==> config.mk <==
export PLATFORM = sky130hd
export DESIGN_NAME = log_int_slice
export DESIGN_NICKNAME = d
export VERILOG_FILES = /design/src/hw/log_int_pkg.sv /design/src/hw/log_int_fifo.sv /design/src/hw/log_int_slice.sv
export SDC_FILE = /design/constraint.sdc
export NUM_CORES = 1
export LEC_CHECK = 0
export ABC_AREA = 1
export CORE_UTILIZATION = 30
export DETAILED_ROUTE_END_ITERATION = 16
export DONT_BUFFER_PORTS = 1
export PLACE_DENSITY_LB_ADDON = 0.1
export SYNTH_ARGS = -nofsm -noshare
export SYNTH_HDL_FRONTEND = slang
export SYNTH_HIERARCHICAL = 1
export SYNTH_SLANG_ARGS = --single-unit
==> constraint.sdc <==
create_clock -name pop_clk -period 7.25 [get_ports pop_clk]
set_clock_uncertainty 0.1 [all_clocks]
set_input_delay 1.0875 -clock pop_clk [delete_from_list [all_inputs] [get_ports pop_clk]]
set_output_delay 1.0875 -clock pop_clk [all_outputs]
set_load 0.02 [all_outputs]
==> src/hw/log_int_pkg.sv <==
package log_int_pkg;

   // byte address and data word widths
   localparam int ADDR_WIDTH = 32;
   localparam int DATA_WIDTH = 32;

   // one enable per data byte
   localparam int BYTE_WIDTH = 8;
   localparam int BE_WIDTH   = DATA_WIDTH / BYTE_WIDTH;

   // low address bits that select a byte inside a word
   localparam int BYTE_OFFSET_WIDTH = $clog2(BE_WIDTH);

   // transaction tag carried back with read data
   localparam int ID_WIDTH = 4;

   // wen encoding on the request port
   localparam logic WEN_LOAD  = 1'b1;
   localparam logic WEN_STORE = 1'b0;

   // request of 73 bits as it sits in the buffer
   typedef struct packed
   {
      logic [ADDR_WIDTH-1:0] add;
      logic                  wen;
      logic [DATA_WIDTH-1:0] wdata;
      logic [BE_WIDTH-1:0]   be;
      logic [ID_WIDTH-1:0]   id;
   } log_int_req_t;

   // read response of 36 bits
   typedef struct packed
   {
      logic [DATA_WIDTH-1:0] rdata;
      logic [ID_WIDTH-1:0]   id;
   } log_int_resp_t;

endpackage

==> src/hw/log_int_fifo.sv <==
`timescale 1ns/1ps

module log_int_fifo
#(
   parameter type payload_t  = logic [7:0],
   parameter int  FIFO_DEPTH = 8
)
(
   input  logic     pop_clk,
   input  logic     pop_rst_n,

   input  logic     push_i,
   input  payload_t data_i,
   output logic     full_o,

   input  logic     pop_i,
   output payload_t data_o,
   output logic     empty_o
);

   localparam int PTR_W = $clog2(FIFO_DEPTH);

   payload_t         mem [FIFO_DEPTH];
   logic [PTR_W-1:0] wr_ptr;
   logic [PTR_W-1:0] rd_ptr;
   logic [PTR_W:0]   count;

   assign full_o  = (count == FIFO_DEPTH[PTR_W:0]);
   assign empty_o = (count == '0);
   assign data_o  = mem[rd_ptr];

   // storage is written at the tail
   always_ff @(posedge pop_clk)
   begin
      if (push_i)
      begin
         mem[wr_ptr] <= data_i;
      end
   end

   // pointers wrap on their own since the depth is a power of two
   always_ff @(posedge pop_clk or negedge pop_rst_n)
   begin
      if (!pop_rst_n)
      begin
         wr_ptr <= '0;
         rd_ptr <= '0;
         count  <= '0;
      end
      else
      begin
         if (push_i)
         begin
            wr_ptr <= wr_ptr + 1'b1;
         end
         if (pop_i)
         begin
            rd_ptr <= rd_ptr + 1'b1;
         end
         case ({push_i, pop_i})
            2'b10:   count <= count + 1'b1;
            2'b01:   count <= count - 1'b1;
            default: count <= count;
         endcase
      end
   end

   // overflow would overwrite the oldest entry
   a_no_push_full: assert property (@(posedge pop_clk) disable iff (!pop_rst_n)
      full_o |-> !push_i)
      else $error("push into a full FIFO");

   // underflow would hand out a stale entry
   a_no_pop_empty: assert property (@(posedge pop_clk) disable iff (!pop_rst_n)
      empty_o |-> !pop_i)
      else $error("pop from an empty FIFO");

endmodule

==> src/hw/log_int_slice.sv <==
`timescale 1ns/1ps

module log_int_slice
#(
   parameter int FIFO_DEPTH = 8
)
(
   input  logic                             pop_clk,
   input  logic                             pop_rst_n,

   // request port
   input  logic                             req_i,
   input  logic [log_int_pkg::ADDR_WIDTH-1:0] add_i,
   input  logic                             wen_i,
   input  logic [log_int_pkg::DATA_WIDTH-1:0] wdata_i,
   input  logic [log_int_pkg::BE_WIDTH-1:0]   be_i,
   input  logic [log_int_pkg::ID_WIDTH-1:0]   id_i,
   output logic                             gnt_o,

   // toward the target
   output logic                             tgt_req_o,
   output logic [log_int_pkg::ADDR_WIDTH-1:0] tgt_add_o,
   output logic                             tgt_wen_o,
   output logic [log_int_pkg::DATA_WIDTH-1:0] tgt_wdata_o,
   output logic [log_int_pkg::BE_WIDTH-1:0]   tgt_be_o,
   output logic [log_int_pkg::ID_WIDTH-1:0]   tgt_id_o,
   input  logic                             tgt_gnt_i,

   // responses from the target
   input  logic                             tgt_r_valid_i,
   input  logic [log_int_pkg::DATA_WIDTH-1:0] tgt_r_rdata_i,
   input  logic [log_int_pkg::ID_WIDTH-1:0]   tgt_r_id_i,

   // response port
   output logic                             r_valid_o,
   output logic [log_int_pkg::DATA_WIDTH-1:0] r_rdata_o,
   output logic [log_int_pkg::ID_WIDTH-1:0]   r_id_o
);

   import log_int_pkg::*;

   log_int_req_t  push_req;
   log_int_req_t  head_req;
   log_int_resp_t resp_q;
   logic          fifo_full;
   logic          fifo_empty;
   logic          push;
   logic          pop;

   // grant depends only on room in the buffer
   assign gnt_o = !fifo_full;
   assign push  = req_i && gnt_o;
   assign pop   = tgt_req_o && tgt_gnt_i;

   assign push_req = '{add: add_i, wen: wen_i, wdata: wdata_i, be: be_i, id: id_i};

   log_int_fifo
   #(
      .payload_t  ( log_int_req_t ),
      .FIFO_DEPTH ( FIFO_DEPTH    )
   )
   i_req_fifo
   (
      .pop_clk   ( pop_clk    ),
      .pop_rst_n ( pop_rst_n  ),
      .push_i    ( push       ),
      .data_i    ( push_req   ),
      .full_o    ( fifo_full  ),
      .pop_i     ( pop        ),
      .data_o    ( head_req   ),
      .empty_o   ( fifo_empty )
   );

   // head of the queue goes straight to the target
   assign tgt_req_o   = !fifo_empty;
   assign tgt_add_o   = head_req.add;
   assign tgt_wen_o   = head_req.wen;
   assign tgt_wdata_o = head_req.wdata;
   assign tgt_be_o    = head_req.be;
   assign tgt_id_o    = head_req.id;

   always_ff @(posedge pop_clk or negedge pop_rst_n)
   begin
      if (!pop_rst_n)
      begin
         r_valid_o <= 1'b0;
      end
      else
      begin
         r_valid_o <= tgt_r_valid_i;
      end
   end

   // response payload is only loaded when a response comes in
   always_ff @(posedge pop_clk)
   begin
      if (tgt_r_valid_i)
      begin
         resp_q <= '{rdata: tgt_r_rdata_i, id: tgt_r_id_i};
      end
   end

   assign r_rdata_o = resp_q.rdata;
   assign r_id_o    = resp_q.id;

   // a waiting request must not change under the target
   a_tgt_req_stable: assert property (@(posedge pop_clk) disable iff (!pop_rst_n)
      tgt_req_o && !tgt_gnt_i |=> tgt_req_o && $stable(head_req))
      else $error("target request changed before it was granted");

endmodule

# --- After elaboration in Yosys (flattened, before gate mapping) ---
# Memory sizes are Yosys's and may differ from the RTL's.
# Index checks and enable logic that the tools add are counted.
totals:
  register_bits: 47
  ram_bits: 584
  inputBits: 114
  output_inout_bits: 112
  wordCells: 23
  n_memories: 1
memory_table:
  columns: ["memory", "words", "width", "read_ports", "rd_ports_with_merged_regs", "write_ports", "line_no", "source"]
  rows:
  - ["i_req_fifo.mem", 8, 73, 1, 0, 1, "log_int_fifo.sv:23", "payload_t mem [FIFO_DEPTH];"]
classes:
  add_sub_neg: 4
  n_eq_ne: 3
  n_mux: 3
  n_reduce_logical: 6
ops:
  columns: ["cell", "n"]
  rows:
  - ["$pmux 4 s2", 1]
  - ["$add 3x1->3 const B", 2]
  - ["$add 4x1->4 const B", 1]
  - ["$eq 4x4->1 const B", 1]
  - ["$logic_not 4->1", 1]
  - ["$sub 4x1->4 const B", 1]
  - ["$eq 2x1->1 const B", 1]
  - ["$eq 2x2->1 const B", 1]
  - ["$logic_and 1x1->1", 2]
  - ["$logic_not 1->1", 2]
  - ["$mux 1", 2]
  - ["$reduce_bool 2->1", 1]

# --- Longest topological paths before layout ---
depth:
  word_depth: 5
  mapped_depth: 14
  depth_no_buf: 14

# --- By module ---
# Netlist, hierarchy kept.
by_module_without_submodules:
  columns: ["mod", "instances", "cells_each", "area_per_inst_um2"]
  rows:
  - ["log_int_fifo", 1, 1724, 23197.2]
  - ["log_int_slice", 1, 43, 1133.6]

# --- Worst setup path before layout ---
# OpenSTA, ideal clock, no wires.
synth_path:
  path_type: "input to register"
  from: "input port req_i"
  to: "memory i_req_fifo/mem[0][0] in the netlist's numbering, enable pin"
  t_arrival_ns: 4.724
  required_time_ns: 6.645
  slack_ns: 1.922
  path_stages: 5
  n_path_buf: 0
  path_cell_list: "inv_1 nor2_2 inv_1 or2_2 nor2_1"
synth_via:
  elab_chain_len: 3
synth_rtl:
  columns: ["element", "line_no", "source"]
  rows:
  - ["start: declaration", "log_int_slice.sv:12", "input logic req_i,"]
  - ["$logic_and 1x1->1", "log_int_slice.sv:52", "assign push = req_i && gnt_o;"]
  - ["net push", "log_int_slice.sv:47", "logic push;"]
  - ["$mux 1", "log_int_fifo.sv:35", "if (push_i)"]
  - ["$mux 1 (implied by the code)", "log_int_fifo.sv:37", "mem[wr_ptr] <= data_i;"]
  - ["end: declaration", "log_int_fifo.sv:23", null]
# The timed path passes the listed nets, and every way through them passes these cells.

# --- Worst setup path in the final report ---
layout_path:
  from: "register i_req_fifo.rd_ptr[0]"
  to: "output port tgt_wdata_o[15] in the netlist's numbering"
layout_via:
  elab_chain_len: 1
layout_rtl:
  columns: ["element", "line_no", "source"]
  rows:
  - ["start: declaration", "log_int_fifo.sv:25", "logic [PTR_W-1:0] rd_ptr;"]
  - ["start signal: assignment", "log_int_fifo.sv:58", "rd_ptr <= rd_ptr + 1'b1;"]
  - ["$mem_v2 8x73", null, null]
  - ["end: declaration", "log_int_slice.sv:24", "output logic [log_int_pkg::DATA_WIDTH-1:0] tgt_wdata_o,"]
# Every way passes these cells.

==> metrics.md <==
| Metric | Value |
|---|---|
| Slowest stage cell on the critical path | dfrtp_4 |
| Unrepaired setup endpoints after global routing | false |
| Top cell type's share of synthesized area | 0.7652 |
| Number of register bits inferred by synthesis | roughly 630 |
| Transition time at the pin with the least slew margin | 1052 ps |
| Worst R2R Start | i_req_fifo/count[2] |
| Num Clock Sinks | between 600 and 700 |
| Cells along the critical path | buf_4 -> buf_4 -> o21ai_0 -> o22ai_1 -> nand2_1 -> nand2_1 |
| Number of standard cells after synthesis | approximately 1.8k |
| Maximum number of pins on one net before global-route repair | 135 |
| Cell accounting for the most synthesized area | edfxtp_1 |
| YS warnings | 6 |
| First DRT Iteration DRCs | around 840 |
| R2r endpoint | i_req_fifo/mem[6][39] |
| Max Freq | 0.2044 GHz |
| CTS-repair resized insts | 0 |
| Half-perimeter wire length after detailed placement | 31580 µm |
| CTS tree | done |
| Proportion of layout cells with a drive suffix above 1 | 0.08260 |
| Synthesized area | 24330 µm² |
| Static leakage | between 8 and 9 nW |
| CTS buffer count | between 70 and 80 |
| Mean area per synthesized cell | approximately 14 µm² |
| Primary flip-flop cell chosen by synthesis mapping | edfxtp_1 |
| GRT Util Overall | 0.1542 |
| Area growth from synthesis to layout | 13.14% |
| Setup_tns | 0 ps |
| Required time at the endpoint of the critical path | 6060 ps |
| Crit Path Max Fanout | between 80 and 90 |
| Floorplan Core Area | between 80000 and 90000 µm² |
| Via count | 13.83k |
| Final WL | approximately 64000 µm |
| Router iterations before antenna repair | 4 |
| R2R setup slack | between 3000 and 4000 ps |
| Arrival time at the worst endpoint | approximately 3700 ps |
| Worst-case headroom to the max-slew limit | 0.2970 |
| Cell row count | ~100 |
| Die ar. | 82250 µm² |
| Outcome | completed |
| Final hold vios | 0 |
| R2r worst-path depth | 9 |
| Kind of critical path | register to output pin |
| Non-Filler Instances | roughly 2.9k |
| Largest stage delay on the critical path | slightly above 900 ps |
| Share of async-settable or async-resettable flops after synthesis | 0.01743 |
| PortBufs | 0 |
| Source-to-sink clock delay at the later pin of the worst-skew pair | roughly 600 ps |
| Total cell area at the placement stage | 25230 µm² |
| Critical path startpoint | i_req_fifo/rd_ptr[0] |
| Count of flip-flops with a built-in enable after synthesis | slightly above 600 |
| Setup-violating endpoint count in the final report | 0 |
| Htree depth | 3 |
| Type of destination of the critical path | output pin |
| Antenna fix cells | 0 |
| Routability Congestion | 0.6953 |
| Register area share after synthesis | 0.7765 |
| Number of distinct library cells after synthesis | 27 |
| Finished layout cell area | 27530 µm² |
| Via count of the first global-routing pass | approximately 14k |
| Number of buffers inserted to repair setup after CTS | 0 |
| Average wire length per cell after detail routing | ~22 µm |
| Total power density per cell area | approximately 440 nW/µm² |
| Height of the die | ~290 µm |
| Antenna viol nets, final | 0 |
| Die extent in x | approximately 290 µm |
| Initial Util | 0.3026 |
| Power consumption | around 12 mW |
| Clock Root Buffer | clkbuf_16 |
| Total global routing overflow | 0 |
| Max-capacitance violation count | 0 |
| Net count reported at finish | 1878 |
| Count of hold-fix buffers inserted at cts | 0 |
| Final count of pins violating max slew | 0 |
| Clock-pin slew on the worst setup and hold paths | 60 ps |
| Min-Delay Path Class | primary input to asynchronous set/reset pin |
| Max clock buf depth | 3 |
| I/O Pins | roughly 230 |
| Routed vias/inst | 4.809 |
| Residual DRC | 0 |
| Part of the cycle the worst path needs | 0.6748 |
| First-pass GRT wire length | 93770 µm |
| Peak supply drop | 216.9 µV |
| Number of antenna violations at the first check in global routing | 0 |
| Placed Cells | roughly 2.7k |
| Worst Setup Start Kind | register |
| Syn Nets | 1886 |
| Cell types occupying the most area after synthesis | edfxtp_1 (77%), nor2_1 (4.7%), o22ai_1 (3.8%) |
| Final period demand of the worst path | ~4900 ps |
==> synth_stat cells, types with 2 or more instances <==
library cell  number
nor2_2             2
o21ai_0          161
xor2_1             3
clkbuf_1          49
nand2_1          243
o21ai_1          124
xnor2_1            2
edfxtp_1         620
buf_8              2
buf_6             31
buf_2             28
inv_1             13
o21ai_2           10
inv_2              3
nor2_1           303
nand3_1            3
ha_1               5
o22ai_1          146
dfrtp_1           11
==> power breakdown <==
part	total (mW)	switching (mW)	internal (mW)
Sequential	4.85	0.283	4.57
Combinational	3.69	2.84	0.845
Clock	3.54	1.46	2.08
Total	12.1	4.59	7.49
==> layer usage <==
metal,share of wire,GRT usage
met4,0.017,0.04548
met5,0,0
met2,0.49,0.2563
met3,0.066,0.04690
met1,0.43,0.1927
==> worst max path at each step <==
stage                                end  cells past startpoint
global placement          tgt_wdata_o[7]                      6
floorplan           i_req_fifo/mem[0][0]                      5
global route             tgt_wdata_o[26]                      6
finish                   tgt_wdata_o[15]                      6
detailed placement        tgt_wdata_o[7]                      6
CTS                       tgt_wdata_o[7]                      6
==> critical path, delay by kind of cell, from the launching register on <==
kind                   cells  cell delay, ps
buffers and inverters      2            1400
AO/OA/AOI/OAI              2             370
AND/OR/NAND/NOR            2             340
flip-flops                 1             920
==> cells in the final DEF (no fill, tap or decap), types with 2 or more instances in the layout <==
cell type and count:
clkbuf_16 78, clkbuf_1 24, o21ai_2 10, clkinv_1 14, bufinv_16 2, xnor2_1 2
buf_4 26, nand3_1 3, o21ai_1 124, inv_16 2, nand2_1 243, dfrtp_4 3
xor2_1 3, inv_1 13, clkbuf_8 3, dfrtp_1 8, ha_1 5, edfxtp_1 620
nor2_1 295, clkinv_2 9, o22ai_1 146, o21ai_0 161, nor2_4 8, nor2_2 2
==> flip-flops by register name, summed over array words and instances, names as in the netlist <==
name,count
i_req_fifo/count,4
i_req_fifo/mem,584
i_req_fifo/rd_ptr,3
i_req_fifo/wr_ptr,3
r_id_o,4
r_rdata_o,32
r_valid_o,1
==> area by class of cell <==
type / count / area (µm²)
Inverter: 17 / 75.07
Timing Repair Buffer: 27 / 215.2
Multi-Input combinational cell: 1008 / 4706
Tap cell: 1060 / 1326
Clock buffer: 105 / 2083
Fill cell: 7833 / 52890
Sequential cell: 631 / 18900
Clock inverter: 28 / 217.7
==> logic make-up (layout without fill, tap and decap cells) <==
logic type | after synthesis | in the layout | synth area share
and+or+nand+nor | 555 | 555 | 0.08634
AOI/OAI and AO/OA | 443 | 443 | 0.1002
xor gates and xnor gates | 5 | 5 | 0.001800
adders and majority gates | 5 | 5 | 0.002571
DFF | 631 | 631 | 0.7765
buffers and inverters | 128 | 177 | 0.03255
==> stage by stage <==
step / utilization / hold slack (ps) / setup slack (ps)
2_1_floorplan: - / 392.1 / 1922
3_3_place_gp: 0.3137 / 423.2 / 2962
3_5_place_dp: 0.3137 / 439.0 / 2916
4_1_cts: 0.3423 / 18.74 / 2245
5_1_grt: 0.3423 / 30.70 / 2029
6_report: 0.3423 / 64.48 / 2358
(Power assumes the default switching activity.)
